[src/mips_decode_pkg.sv]
`default_nettype none

package mips_decode_pkg;

   localparam int NB_DATA  = 32;
   localparam int NB_REG   = 5;
   localparam int NB_FUNCT = 6;

   typedef logic [NB_DATA-1:0]  word_t;     // data, address or instruction
   typedef logic [NB_REG-1:0]   reg_idx_t;
   typedef logic [NB_FUNCT-1:0] funct_t;
   typedef logic [3:0]          alu_op_t;
   typedef logic [1:0]          src_a_t;
   typedef logic                src_b_t;
   typedef logic [1:0]          dest_sel_t;

   // alu operation codes, decoded further in execute
   localparam alu_op_t ALU_NONE = 4'd0;
   localparam alu_op_t ALU_ADD  = 4'd1;
   localparam alu_op_t ALU_SLT  = 4'd2;
   localparam alu_op_t ALU_AND  = 4'd3;
   localparam alu_op_t ALU_OR   = 4'd4;
   localparam alu_op_t ALU_XOR  = 4'd5;
   localparam alu_op_t ALU_LUI  = 4'd6;
   localparam alu_op_t ALU_JAL  = 4'd7;
   localparam alu_op_t ALU_FUNC = 4'd8;   // look at funct field

   localparam src_a_t SRC_A_PC    = 2'd0;
   localparam src_a_t SRC_A_RS    = 2'd1;
   localparam src_a_t SRC_A_SHAMT = 2'd2;
   localparam src_a_t SRC_A_NONE  = 2'd3;

   localparam src_b_t SRC_B_RT  = 1'b0;
   localparam src_b_t SRC_B_IMM = 1'b1;

   localparam dest_sel_t DEST_RD = 2'd0;
   localparam dest_sel_t DEST_RT = 2'd1;
   localparam dest_sel_t DEST_RA = 2'd2;   // r31 for jal

   // primary opcodes, instr[31:26]
   localparam logic [5:0] OP_SPECIAL = 6'h00;
   localparam logic [5:0] OP_J       = 6'h02;
   localparam logic [5:0] OP_JAL     = 6'h03;
   localparam logic [5:0] OP_BEQ     = 6'h04;
   localparam logic [5:0] OP_BNE     = 6'h05;
   localparam logic [5:0] OP_ADDI    = 6'h08;
   localparam logic [5:0] OP_SLTI    = 6'h0A;
   localparam logic [5:0] OP_ANDI    = 6'h0C;
   localparam logic [5:0] OP_ORI     = 6'h0D;
   localparam logic [5:0] OP_XORI    = 6'h0E;
   localparam logic [5:0] OP_LUI     = 6'h0F;
   localparam logic [5:0] OP_LW      = 6'h23;
   localparam logic [5:0] OP_LWU     = 6'h27;
   localparam logic [5:0] OP_SW      = 6'h2B;

   // special funct codes, instr[5:0]
   localparam funct_t FN_SLL  = 6'h00;
   localparam funct_t FN_SRL  = 6'h02;
   localparam funct_t FN_SRA  = 6'h03;
   localparam funct_t FN_JR   = 6'h08;
   localparam funct_t FN_JALR = 6'h09;

endpackage

`default_nettype wire

[src/decode_ctrl.sv]
`timescale 1ns/100ps
`default_nettype none

module decode_ctrl (
   input  wire mips_decode_pkg::word_t i_instr,
   output mips_decode_pkg::alu_op_t    o_alu_op,
   output mips_decode_pkg::src_a_t     o_src_a,
   output mips_decode_pkg::src_b_t     o_src_b,
   output mips_decode_pkg::dest_sel_t  o_dest_sel,
   output logic                        o_mem_rd,
   output logic                        o_mem_wr,
   output logic                        o_wb_from_mem,
   output logic                        o_wb_en,
   output logic                        o_is_beq,
   output logic                        o_is_bne,
   output logic                        o_is_jump,
   output logic                        o_jump_reg,
   output mips_decode_pkg::word_t      o_imm
);
   import mips_decode_pkg::*;

   // immediate extension modes
   localparam logic [1:0] EXT_SIGN  = 2'd0;
   localparam logic [1:0] EXT_ZERO  = 2'd1;
   localparam logic [1:0] EXT_JUMP  = 2'd2;
   localparam logic [1:0] EXT_SHAMT = 2'd3;

   logic [5:0] opcode;
   funct_t     funct;
   logic [1:0] ext_mode;
   logic       is_jr_jalr;

   assign opcode     = i_instr[31:26];
   assign funct      = i_instr[5:0];
   assign is_jr_jalr = (funct == FN_JR) || (funct == FN_JALR);

   always_comb begin
      // defaults, also for unknown opcodes
      ext_mode      = EXT_SIGN;
      o_alu_op      = ALU_NONE;
      o_src_a       = SRC_A_NONE;
      o_src_b       = SRC_B_IMM;
      o_dest_sel    = DEST_RD;
      o_mem_rd      = 1'b0;
      o_mem_wr      = 1'b0;
      o_wb_from_mem = 1'b0;
      o_wb_en       = 1'b0;
      o_is_beq      = 1'b0;
      o_is_bne      = 1'b0;
      o_is_jump     = 1'b0;
      o_jump_reg    = 1'b0;
      case (opcode)
         OP_J: begin
            ext_mode  = EXT_JUMP;
            o_is_jump = 1'b1;
         end
         OP_JAL: begin
            ext_mode   = EXT_JUMP;
            o_alu_op   = ALU_JAL;
            o_src_a    = SRC_A_PC;     // return address built in execute
            o_dest_sel = DEST_RA;
            o_is_jump  = 1'b1;
            o_wb_en    = 1'b1;
         end
         OP_BEQ: o_is_beq = 1'b1;
         OP_BNE: o_is_bne = 1'b1;
         OP_ADDI, OP_SLTI: begin
            o_alu_op   = (opcode == OP_ADDI) ? ALU_ADD : ALU_SLT;
            o_src_a    = SRC_A_RS;
            o_dest_sel = DEST_RT;
            o_wb_en    = 1'b1;
         end
         OP_ANDI, OP_ORI, OP_XORI: begin
            ext_mode   = EXT_ZERO;   // logical ops take unsigned imm
            o_alu_op   = (opcode == OP_ANDI) ? ALU_AND :
                         (opcode == OP_ORI)  ? ALU_OR  : ALU_XOR;
            o_src_a    = SRC_A_RS;
            o_dest_sel = DEST_RT;
            o_wb_en    = 1'b1;
         end
         OP_LUI: begin
            ext_mode   = EXT_ZERO;
            o_alu_op   = ALU_LUI;
            o_dest_sel = DEST_RT;
            o_wb_en    = 1'b1;
         end
         OP_LW, OP_LWU: begin
            o_alu_op      = ALU_ADD;   // base + offset
            o_src_a       = SRC_A_RS;
            o_dest_sel    = DEST_RT;
            o_mem_rd      = 1'b1;
            o_wb_from_mem = 1'b1;
            o_wb_en       = 1'b1;
         end
         OP_SW: begin
            o_alu_op   = ALU_ADD;
            o_src_a    = SRC_A_RS;
            o_dest_sel = DEST_RT;
            o_mem_wr   = 1'b1;
         end
         OP_SPECIAL: begin
            ext_mode = EXT_SHAMT;
            o_alu_op = ALU_FUNC;
            o_src_b  = SRC_B_RT;
            case (funct)
               FN_JALR:                o_src_a = SRC_A_PC;
               FN_SLL, FN_SRL, FN_SRA: o_src_a = SRC_A_SHAMT;
               default:                o_src_a = SRC_A_RS;
            endcase
            o_is_jump  = is_jr_jalr;
            o_jump_reg = is_jr_jalr;
            // jr writes nothing, all-zero word is a nop
            o_wb_en    = !((funct == FN_JR) || (i_instr == '0));
         end
         default: ;
      endcase
   end

   always_comb begin
      case (ext_mode)
         EXT_JUMP:  o_imm = {6'b0, i_instr[25:0]};
         EXT_ZERO:  o_imm = {16'b0, i_instr[15:0]};
         EXT_SHAMT: o_imm = {27'b0, i_instr[10:6]};
         default:   o_imm = {{16{i_instr[15]}}, i_instr[15:0]};
      endcase
   end

   always_comb begin
      assert (!(o_mem_rd && o_mem_wr)) else $error("decode_ctrl: read and write together");
      assert (!(o_is_beq && o_is_bne)) else $error("decode_ctrl: beq and bne together");
   end

endmodule

`default_nettype wire

[src/register_file.sv]
`timescale 1ns/100ps
`default_nettype none

module register_file (
   input  wire                            i_clk,
   input  wire                            i_rst,
   input  wire mips_decode_pkg::reg_idx_t i_rs_addr,
   input  wire mips_decode_pkg::reg_idx_t i_rt_addr,
   input  wire mips_decode_pkg::reg_idx_t i_wr_addr,
   input  wire mips_decode_pkg::word_t    i_wr_data,
   input  wire                            i_wr_en,
   output mips_decode_pkg::word_t         o_rs_val,
   output mips_decode_pkg::word_t         o_rt_val,
   output logic                           o_rs_eq_rt
);
   import mips_decode_pkg::*;

   localparam int NUM_REGS = 2 ** NB_REG;

   word_t regs [NUM_REGS];

   always_ff @(posedge i_clk) begin
      if (i_rst) begin
         for (int i = 0; i < NUM_REGS; i++) begin
            regs[i] <= '0;
         end
      end else if (i_wr_en && (i_wr_addr != '0)) begin   // r0 stays zero
         regs[i_wr_addr] <= i_wr_data;
      end
   end

   // async reads, same-cycle write not bypassed
   assign o_rs_val   = regs[i_rs_addr];
   assign o_rt_val   = regs[i_rt_addr];
   assign o_rs_eq_rt = (o_rs_val == o_rt_val);   // for beq/bne

   a_r0_zero : assert property (@(posedge i_clk) disable iff (i_rst)
      (i_wr_en && (i_wr_addr == '0)) |=> (regs[0] == '0))
      else $error("register_file: r0 changed after write");

endmodule

`default_nettype wire

[src/branch_resolve.sv]
`timescale 1ns/100ps
`default_nettype none

module branch_resolve (
   input  wire mips_decode_pkg::word_t i_pc,
   input  wire mips_decode_pkg::word_t i_imm,
   input  wire mips_decode_pkg::word_t i_rs_val,
   input  wire [25:0]                  i_instr_index,
   input  wire                         i_is_beq,
   input  wire                         i_is_bne,
   input  wire                         i_is_jump,
   input  wire                         i_jump_reg,
   input  wire                         i_rs_eq_rt,
   output logic                        o_branch_taken,
   output logic                        o_jump,
   output mips_decode_pkg::word_t      o_brh_addr,
   output mips_decode_pkg::word_t      o_jmp_addr
);
   import mips_decode_pkg::*;

   word_t region_addr;

   assign o_branch_taken = (i_is_beq && i_rs_eq_rt) || (i_is_bne && !i_rs_eq_rt);
   assign o_jump         = i_is_jump;

   // word offset, relative to the branch pc
   assign o_brh_addr = i_pc + (i_imm << 2);

   // j/jal stay inside the current 256 MB region
   assign region_addr = {i_pc[NB_DATA-1 -: 4], i_instr_index, 2'b00};
   assign o_jmp_addr  = i_jump_reg ? i_rs_val : region_addr;   // jr/jalr

   // flags come from decode_ctrl, equality from register_file
   always_comb begin
      assert (!(o_branch_taken && o_jump))
         else $error("branch_resolve: branch and jump in the same cycle");
   end

endmodule

`default_nettype wire

[src/id_ex_reg.sv]
`timescale 1ns/100ps
`default_nettype none

module id_ex_reg (
   input  wire                             i_clk,
   input  wire                             i_rst,
   input  wire mips_decode_pkg::word_t     i_pc,
   input  wire mips_decode_pkg::word_t     i_rs_val,
   input  wire mips_decode_pkg::word_t     i_rt_val,
   input  wire mips_decode_pkg::word_t     i_imm,
   input  wire mips_decode_pkg::funct_t    i_funct,
   input  wire mips_decode_pkg::reg_idx_t  i_rt_num,
   input  wire mips_decode_pkg::reg_idx_t  i_rd_num,
   input  wire mips_decode_pkg::alu_op_t   i_alu_op,
   input  wire mips_decode_pkg::src_a_t    i_src_a,
   input  wire mips_decode_pkg::src_b_t    i_src_b,
   input  wire mips_decode_pkg::dest_sel_t i_dest_sel,
   input  wire                             i_mem_rd,
   input  wire                             i_mem_wr,
   input  wire                             i_wb_from_mem,
   input  wire                             i_wb_en,
   output mips_decode_pkg::word_t          o_ex_pc,
   output mips_decode_pkg::word_t          o_ex_rs_val,
   output mips_decode_pkg::word_t          o_ex_rt_val,
   output mips_decode_pkg::word_t          o_ex_imm,
   output mips_decode_pkg::funct_t         o_ex_funct,
   output mips_decode_pkg::reg_idx_t       o_ex_rt_num,
   output mips_decode_pkg::reg_idx_t       o_ex_rd_num,
   output mips_decode_pkg::alu_op_t        o_ex_alu_op,
   output mips_decode_pkg::src_a_t         o_ex_src_a,
   output mips_decode_pkg::src_b_t         o_ex_src_b,
   output mips_decode_pkg::dest_sel_t      o_ex_dest_sel,
   output logic                            o_ex_mem_rd,
   output logic                            o_ex_mem_wr,
   output logic                            o_ex_wb_from_mem,
   output logic                            o_ex_wb_en
);
   import mips_decode_pkg::*;

   always_ff @(posedge i_clk) begin
      if (i_rst) begin
         o_ex_pc          <= '0;
         o_ex_rs_val      <= '0;
         o_ex_rt_val      <= '0;
         o_ex_imm         <= '0;
         o_ex_funct       <= '0;
         o_ex_rt_num      <= '0;
         o_ex_rd_num      <= '0;
         o_ex_alu_op      <= ALU_NONE;   // all zero-valued codes
         o_ex_src_a       <= SRC_A_PC;
         o_ex_src_b       <= SRC_B_RT;
         o_ex_dest_sel    <= DEST_RD;
         o_ex_mem_rd      <= 1'b0;
         o_ex_mem_wr      <= 1'b0;
         o_ex_wb_from_mem <= 1'b0;
         o_ex_wb_en       <= 1'b0;
      end else begin
         o_ex_pc          <= i_pc;
         o_ex_rs_val      <= i_rs_val;
         o_ex_rt_val      <= i_rt_val;
         o_ex_imm         <= i_imm;
         o_ex_funct       <= i_funct;
         o_ex_rt_num      <= i_rt_num;
         o_ex_rd_num      <= i_rd_num;
         o_ex_alu_op      <= i_alu_op;
         o_ex_src_a       <= i_src_a;
         o_ex_src_b       <= i_src_b;
         o_ex_dest_sel    <= i_dest_sel;
         o_ex_mem_rd      <= i_mem_rd;
         o_ex_mem_wr      <= i_mem_wr;
         o_ex_wb_from_mem <= i_wb_from_mem;
         o_ex_wb_en       <= i_wb_en;
      end
   end

   // nothing may commit in the first cycle out of reset
   a_quiet_after_rst : assert property (@(posedge i_clk)
      ($past(i_rst) && !i_rst) |-> (!o_ex_wb_en && !o_ex_mem_wr))
      else $error("id_ex_reg: side effect right after reset");

endmodule

`default_nettype wire

[src/decode_stage.sv]
`timescale 1ns/100ps
`default_nettype none

module decode_stage (
   input  wire                            i_clk,
   input  wire                            i_rst,
   input  wire mips_decode_pkg::word_t    i_pc,
   input  wire mips_decode_pkg::word_t    i_instr,
   input  wire mips_decode_pkg::word_t    i_wb_data,
   input  wire mips_decode_pkg::reg_idx_t i_wb_addr,
   input  wire                            i_wb_en,
   output mips_decode_pkg::word_t         o_ex_pc,
   output mips_decode_pkg::word_t         o_ex_rs_val,
   output mips_decode_pkg::word_t         o_ex_rt_val,
   output mips_decode_pkg::word_t         o_ex_imm,
   output mips_decode_pkg::funct_t        o_ex_funct,
   output mips_decode_pkg::reg_idx_t      o_ex_rt_num,
   output mips_decode_pkg::reg_idx_t      o_ex_rd_num,
   output mips_decode_pkg::alu_op_t       o_ex_alu_op,
   output mips_decode_pkg::src_a_t        o_ex_src_a,
   output mips_decode_pkg::src_b_t        o_ex_src_b,
   output mips_decode_pkg::dest_sel_t     o_ex_dest_sel,
   output logic                           o_ex_mem_rd,
   output logic                           o_ex_mem_wr,
   output logic                           o_ex_wb_from_mem,
   output logic                           o_ex_wb_en,
   output logic                           o_branch_taken,
   output logic                           o_jump,
   output mips_decode_pkg::word_t         o_brh_addr,
   output mips_decode_pkg::word_t         o_jmp_addr
);
   import mips_decode_pkg::*;

   // decoded control
   alu_op_t   alu_op;
   src_a_t    src_a;
   src_b_t    src_b;
   dest_sel_t dest_sel;
   logic      mem_rd;
   logic      mem_wr;
   logic      wb_from_mem;
   logic      wb_en;
   logic      is_beq;
   logic      is_bne;
   logic      is_jump;
   logic      jump_reg;
   word_t     imm;
   // register file
   word_t     rs_val;
   word_t     rt_val;
   logic      rs_eq_rt;

   decode_ctrl u_decode_ctrl (
      .i_instr       (i_instr),
      .o_alu_op      (alu_op),
      .o_src_a       (src_a),
      .o_src_b       (src_b),
      .o_dest_sel    (dest_sel),
      .o_mem_rd      (mem_rd),
      .o_mem_wr      (mem_wr),
      .o_wb_from_mem (wb_from_mem),
      .o_wb_en       (wb_en),
      .o_is_beq      (is_beq),
      .o_is_bne      (is_bne),
      .o_is_jump     (is_jump),
      .o_jump_reg    (jump_reg),
      .o_imm         (imm)
   );

   register_file u_register_file (
      .i_clk      (i_clk),
      .i_rst      (i_rst),
      .i_rs_addr  (i_instr[25:21]),
      .i_rt_addr  (i_instr[20:16]),
      .i_wr_addr  (i_wb_addr),      // from write-back stage
      .i_wr_data  (i_wb_data),
      .i_wr_en    (i_wb_en),
      .o_rs_val   (rs_val),
      .o_rt_val   (rt_val),
      .o_rs_eq_rt (rs_eq_rt)
   );

   branch_resolve u_branch_resolve (
      .i_pc           (i_pc),
      .i_imm          (imm),
      .i_rs_val       (rs_val),
      .i_instr_index  (i_instr[25:0]),
      .i_is_beq       (is_beq),
      .i_is_bne       (is_bne),
      .i_is_jump      (is_jump),
      .i_jump_reg     (jump_reg),
      .i_rs_eq_rt     (rs_eq_rt),
      .o_branch_taken (o_branch_taken),
      .o_jump         (o_jump),
      .o_brh_addr     (o_brh_addr),
      .o_jmp_addr     (o_jmp_addr)
   );

   id_ex_reg u_id_ex_reg (
      .i_clk            (i_clk),
      .i_rst            (i_rst),
      .i_pc             (i_pc),
      .i_rs_val         (rs_val),
      .i_rt_val         (rt_val),
      .i_imm            (imm),
      .i_funct          (i_instr[5:0]),
      .i_rt_num         (i_instr[20:16]),
      .i_rd_num         (i_instr[15:11]),
      .i_alu_op         (alu_op),
      .i_src_a          (src_a),
      .i_src_b          (src_b),
      .i_dest_sel       (dest_sel),
      .i_mem_rd         (mem_rd),
      .i_mem_wr         (mem_wr),
      .i_wb_from_mem    (wb_from_mem),
      .i_wb_en          (wb_en),
      .o_ex_pc          (o_ex_pc),
      .o_ex_rs_val      (o_ex_rs_val),
      .o_ex_rt_val      (o_ex_rt_val),
      .o_ex_imm         (o_ex_imm),
      .o_ex_funct       (o_ex_funct),
      .o_ex_rt_num      (o_ex_rt_num),
      .o_ex_rd_num      (o_ex_rd_num),
      .o_ex_alu_op      (o_ex_alu_op),
      .o_ex_src_a       (o_ex_src_a),
      .o_ex_src_b       (o_ex_src_b),
      .o_ex_dest_sel    (o_ex_dest_sel),
      .o_ex_mem_rd      (o_ex_mem_rd),
      .o_ex_mem_wr      (o_ex_mem_wr),
      .o_ex_wb_from_mem (o_ex_wb_from_mem),
      .o_ex_wb_en       (o_ex_wb_en)
   );

endmodule

`default_nettype wire

[config.mk]
export PLATFORM = sky130hd
export DESIGN_NAME = decode_stage
export DESIGN_NICKNAME = d
export VERILOG_FILES = /design/src/mips_decode_pkg.sv /design/src/decode_ctrl.sv /design/src/register_file.sv /design/src/branch_resolve.sv /design/src/id_ex_reg.sv /design/src/decode_stage.sv
export SDC_FILE = /design/constraint.sdc
export NUM_CORES = 2
export LEC_CHECK = 0
export BUFFER_PORTS_ARGS = -buffer_cell sky130_fd_sc_hd__buf_2
export CORE_AREA = 3 3 354 356
export CTS_CLUSTER_SIZE = 14
export DETAILED_ROUTE_END_ITERATION = 8
export DIE_AREA = 0 0 357 359
export PLACE_DENSITY = 0.79
export SLEW_MARGIN = 20
export SYNTH_ARGS = -nofsm -noshare
export SYNTH_HDL_FRONTEND = slang
export SYNTH_SLANG_ARGS = --single-unit
[constraint.sdc]
create_clock -name i_clk -period 3.4 [get_ports i_clk]
set_input_delay 0.17 -clock i_clk [delete_from_list [all_inputs] [get_ports i_clk]]
set_output_delay 0.17 -clock i_clk [all_outputs]
set_load 0.1 [all_outputs]
---- Word-level counts from Yosys, hierarchy flattened ----
Memories as Yosys holds them, arrays and structs flattened.
Index checks and enable logic that the tools add are counted.
word-level totals
  flip-flop bits (word level) ............. 156
  latch bits .............................. 0
  RAM bits ................................ 1,024
  bits in read-only memories .............. 0
  input port bits ......................... 104
  word-level logic and storage cells ...... 86
  memories kept ........................... 1
memories
  name                  depth  bits a word  read ports  clocked after memory_dff  write ports  line                 source
  u_register_file.regs  32     32           2           0                         32           register_file.sv:20  word_t regs [NUM_REGS];
operators by class
  $add $sub $neg .......................... 1
  multiply operators ...................... 0
  divide/modulo/power cells ............... 0
  magnitude comparators ................... 0
  equal/unequal tests ..................... 21
  shift operators ......................... 0
  multiplexer cells ....................... 26
  bitwise operators ....................... 0
  reductions and logical operators ........ 23
operator list
  operator                                                                count
  32-bit one-hot mux with 3 select lines                                  1
  32-bit 2-to-1 mux                                                       2
  6-bit by 4-bit equality test with 1-bit output (second input constant)  8
  32-bit adder                                                            1
  32-bit equality test                                                    1
  32-bit zero test                                                        1
  32-bit OR reduction                                                     1
  6-bit by 2-bit equality test with 1-bit output (second input constant)  4
  4-bit one-hot mux with 6 select lines                                   1
  6-bit equality test (second input constant)                             3
  9-bit OR reduction                                                      2
  1-bit 2-to-1 mux                                                        13
  6-bit by 3-bit equality test with 1-bit output (second input constant)  2
  6-bit zero test                                                         2
  2-bit one-hot mux with 3 select lines                                   2
  3-bit OR reduction                                                      3
  2-bit one-hot mux with 2 select lines                                   2
  8-bit OR reduction                                                      1
  2-bit OR reduction                                                      3
  5-bit 2-to-1 mux                                                        1
  5-bit nonzero test                                                      1
  2-bit equality test (second input constant)                             2
  4-bit 2-to-1 mux                                                        1
  1-bit one-hot mux with 2 select lines                                   2
  other kinds (6)                                                         11

---- Logic depth before layout (Yosys ltp) ----
  depth in word-level cells ............... 7
  mapped depth ............................ 18
  depth with buffers taken out ............ 17

---- By module ----
From an unflattened synthesis, not the netlist that was laid out.
unflattened totals
  cells, all modules ...................... 4,452
  area total of the unflattened synthesis .. 62,212.2 um^2
modules (own cells, without submodules)
  module          times used  cells each  area an instance (um^2)
  register_file   1           3,694       54,985.2
  id_ex_reg       1           331         4,242.8
  branch_resolve  1           312         2,290.9
  decode_ctrl     1           115         693.2

---- Worst setup path before layout ----
Ideal clock, no wire load.
  kind .................................... in2out
  start point ............................. input port i_instr[31]
  end point ............................... output port o_brh_addr[31]
  arrival ................................. 5,532 ps
  data required time ...................... 3,230 ps
  path slack .............................. -2,302 ps
  stages on the path ...................... 14
  buffers on the path ..................... 1
  cell sequence ........................... clkbuf_1 > nor2_1 > nand2_1 > nor3_1 > nand2_1 > nand2_1 > ha_1 > a21oi_1 > o21bai_1 > a2111oi_0 > o31ai_1 > a221oi_1 > o22ai_1 > a311oi_1
between the ends
  word-level cells in the longest chain between the ends .. 6
  elaborated cells between the ends (all ways) .. 15
  classes of those cells .................. 1 x add/sub; 9 x eq/ne; 2 x mux; 3 x reduce/logical
ends and longest elaborated chain
  what                                                                                                                     line                  source
  start: declaration                                                                                                       decode_stage.sv:8     input wire mips_decode_pkg::word_t i_instr,
  6-bit by 4-bit equality test with 1-bit output / 6-bit by 2-bit equality test with 1-bit output (equally long branches)  decode_ctrl.sv:52     case (opcode)
  4-bit OR reduction (no source line) / 2-bit OR reduction (equally long branches)                                         -
  2-bit one-hot mux with 3 select lines *                                                                                  decode_ctrl.sv:52
  2-bit equality test / 2-bit by 1-bit equality test with 1-bit output (equally long branches)                             decode_ctrl.sv:120    case (ext_mode)
  32-bit one-hot mux with 3 select lines *                                                                                 decode_ctrl.sv:120
  named net imm[2]                                                                                                         decode_stage.sv:47    word_t imm;
  32-bit adder *                                                                                                           branch_resolve.sv:27  assign o_brh_addr = i_pc + (i_imm << 2);
  end: declaration                                                                                                         decode_stage.sv:29    output mips_decode_pkg::word_t o_brh_addr,
The timed path passes the listed nets; every way through them passes the cells marked *.

==> summary.md <==
| Metric | Value |
|---|---|
| Status | finished, violations left |
| Failing checks | setup timing |
| Aggregate routed wire length | 231 mm |
| Mapped Area | 61000 um^2 |
| Final setup viols | 13 |
| Clk Latency, worst-skew pair | 0.76 ns |
| Final hold violations | 0 |
| Max Slew Vio Count | 0 |
| Hold slack | 0.0232 ns |
| Synth Register Bits | 1175 |
| Largest net degree at the start of global routing | 87 |
| Die Wd | 357 um |
| Crit. End Element | output port |
| Setup WS pre-CTS | -0.517 ns |
| Die height | 359 um |
| Share of cells above drive strength 1 | 35.1% |
| Vias in the first global route | 45100 |
| GP Congestion | 0.956 |
| Hold Path Class | in -> reg |
| Total GRT Usage | 35.4% |
| Area of the multi-input gates | 26500 um^2 |
| Worst-margin pin slew | 0.970 ns |
| Main synth FF type | edfxtp_1 |
| EDFF count, synth | 1024 |
| Clock Skew | 0.0258 ns |
| Kind of critical path | reg -> out |
| Distinct cells, synth | 64 |
| Clock sink count | 1175 |
| Startpoint type of the worst setup path | flip-flop |
| Syn Area/Cell | 14.4 um^2 |
| Top cell by count, worst path | buf_6 |
| NetSw | 11.4 mW |
| Design area | 75400 um^2 |
| First-pass GRT wire length | 321 mm |
| Number of max-cap violations | 0 |
| Num rows | 128 |
| Total CTS buffers | 130 |
| Area added between synthesis and finish | 23.7% |
| Boundary Pins | 327 |
| Root Buffer Master | clkbuf_16 |
| Layout fillers | 8679 |
| Initial DRC Count | 8128 |
| Comb pwr share | 21.1% |
| Die area | 128000 um^2 |
| Critical path's slowest cell | mux4_2 |
| DRT antenna net count | 0 |
| Slew margin rel. | 35.1% |
| Top achievable clock speed | 232 MHz |
| DRC | 0 |
| Cell chain of the critical path | mux4_2 -> mux2i_1 -> a22oi_1 -> nand2_1 -> xor2_1 -> nor4_1 -> buf_4 -> nand4_1 -> buf_6 -> nor3_4 -> buf_6 -> mux2i_4 -> buf_12 |
| Register Area | 33800 um^2 |
| Unrepaired setup endpoints after global routing | yes |
| Initial Util | 50.0% |
| Via/cell ratio | 6.64 |
| Seq pwr share | 43.9% |
| Via count | 45200 |
| Nets@finish | 5173 |
| Worst Path Arrival | 4.14 ns |
| Final HPWL DP | 147 mm |
| Grt total ovfl | 0 |
| Setup tns final | -2.64 ns |
| Synth warn | 0 |
| Longest Clk Path Bufs | 3 |
| Maximum fanout along the worst path | 2 |
| Clock-pin slew on the worst setup and hold paths | 0.06 ns |
| Cells after Synth | 4231 |
| Port-buffer cells | 326 |
| Max VDD drop | 0.575 mV |
| Commonest non-fill, non-tap cell in the layout | edfxtp_1 |
| Fin crit period | 4.31 ns |
| Asr flop ratio synth | 0% |
| Crit path max-delay family | multiplexers |
| Final Power | 38.6 mW |
| CTS tree | built |
| H-tree level count | 4 |
| Placement Cell Area | 69600 um^2 |
| CP required | 3.23 ns |
| Crit share post-route | 127% |
| Switching Fraction | 29.6% |
| Leak | 28.6 nW |
| Routed WL per cell | 33.9 um |
| Int Pwr | 27.2 mW |
| TritonRoute pass-1 iters | 6 |
| P per Cell Area | 512 nW/um^2 |
| Core area | 122000 um^2 |
| Antenna violations before repair | 38 |
| Commonest cells after routing, fill and taps aside | edfxtp_1, and2_1, buf_4 |
| Clk pwr share | 35.0% |
| Final setup margin | -0.914 ns |
| Buf+Inv Stages, Crit Path | 4 |
| Critical Path Max Stage Delay | 0.49 ns |
| Sequential share of the synthesized area | 55.4% |
## synthesized netlist by cell type, drive strengths merged (4+ instances only)
cell type | count | area, um^2
o21bai | 10 | 75.1
nor4 | 10 | 62.6
mux2i | 182 | 1820
and2 | 1022 | 6390
and3 | 4 | 25.0
a22oi | 84 | 631
xnor2 | 24 | 210
nand3b | 10 | 75.1
o22ai | 55 | 344
mux4 | 490 | 11200
a21o | 25 | 188
xor2 | 35 | 307
o21a | 6 | 45.0
nand2b | 8 | 50.1
o22a | 12 | 105
nand2 | 129 | 484
nand3 | 30 | 150
o21ai | 37 | 185
a32oi | 12 | 105
a221oi | 6 | 52.6
nor2b | 86 | 538
buf | 143 | 1060
nand4 | 17 | 106
ha | 29 | 363
dfxtp | 151 | 3020
mux2 | 4 | 45.0
clkbuf | 261 | 981
or3 | 16 | 100
nor3 | 7 | 40.0
nor2 | 166 | 623
or2 | 32 | 200
a31oi | 6 | 37.5
a21oi | 37 | 185
o221ai | 10 | 87.6
edfxtp | 1024 | 30700
or3b | 6 | 52.6
inv | 17 | 63.8
## layout make-up
type,instances,share of cell area (%)
diodes,39,0.129
flip-flops and latches,1175,44.8
clock inverters,47,0.398
well taps,1625,2.70
inverters,17,0.0879
repair buffers,1049,11.9
clock buffers,182,4.87
multi-input cells,2666,35.1
## metal layers
metal  up-vias  routed length [um]  track usage, %
met1     22000               71200            41.3
met3      1148               38300            14.7
li1      17600                   -               -
met5         -                 185               0
met2      4417              102000            52.7
met4        22               19100            25.8
## state kept, by name, summed over array words and instances, names as in the netlist, 2 cells and up
register                   cells
u_id_ex_reg.o_ex_alu_op        4
u_id_ex_reg.o_ex_dest_sel      2
u_id_ex_reg.o_ex_funct         6
u_id_ex_reg.o_ex_imm          27
u_id_ex_reg.o_ex_pc           32
u_id_ex_reg.o_ex_rd_num        5
u_id_ex_reg.o_ex_rs_val       32
u_id_ex_reg.o_ex_rt_num        5
u_id_ex_reg.o_ex_rt_val       32
u_id_ex_reg.o_ex_src_a         2
u_register_file.regs        1024
## metrics by stage
stage,utilization [%],cells
4_1_cts,61.4,6751
5_1_grt,61.8,6775
2_1_floorplan,-,4262
3_3_place_gp,57.0,6411
6_report,61.8,6800
3_5_place_dp,57.0,6411
## repair_timing
| action | in CTS | in global routing |
|---|---|---|
| setup endpoints to repair | 18 | 30 |
| gates cloned | 1 | 0 |
| pin swaps | 61 | 64 |
| hold endpoints to repair | 231 | 2 |
| hold buffers | 80 | 1 |
| gates resized for setup | 73 | 64 |
| buffers inserted | 31 | 20 |
## cell families (layout without fill, tap and decap cells)
logic type | Yosys count | in the layout | share of synthesized area, %
adders and majority gates | 30 | 30 | 0.628
and+or+nand+nor | 1546 | 1546 | 14.6
AOI/OAI and AO/OA | 323 | 323 | 3.68
muxes | 676 | 676 | 21.4
buffers and inverters | 421 | 1295 | 3.45
DFF | 1175 | 1175 | 55.4
other | 1 | 71 | 0.00615
xor gates and xnor gates | 59 | 59 | 0.847
## path summary, 6_finish.rpt
| kind | from | to | slack [ns] | depth (start not counted) |
|---|---|---|---|---|
| worst min register to register | u_register_file.regs[9][29] | u_id_ex_reg.o_ex_rt_val[29] | 1.07 | 5 |
| worst max-delay path | u_register_file.regs[19][6] | o_branch_taken | -0.91 | 13 |
| worst max register to register | u_register_file.regs[19][16] | u_id_ex_reg.o_ex_rs_val[16] | 1.05 | 9 |
| worst min-delay path | i_wb_data[15] | u_register_file.regs[15][15] | 0.02 | 2 |
## power groups by stage
stage	Clock [mW]	Combinational [mW]	Sequential (mW)
2_1_floorplan	0	3.76	18.0
3_3_place_gp	0	7.57	17.1
3_5_place_dp	0	7.63	17.2
4_1_cts	13.5	7.87	16.9
5_1_grt	14.1	8.32	17.0
6_report	13.5	8.16	16.9
(Power assumes the default switching activity.)
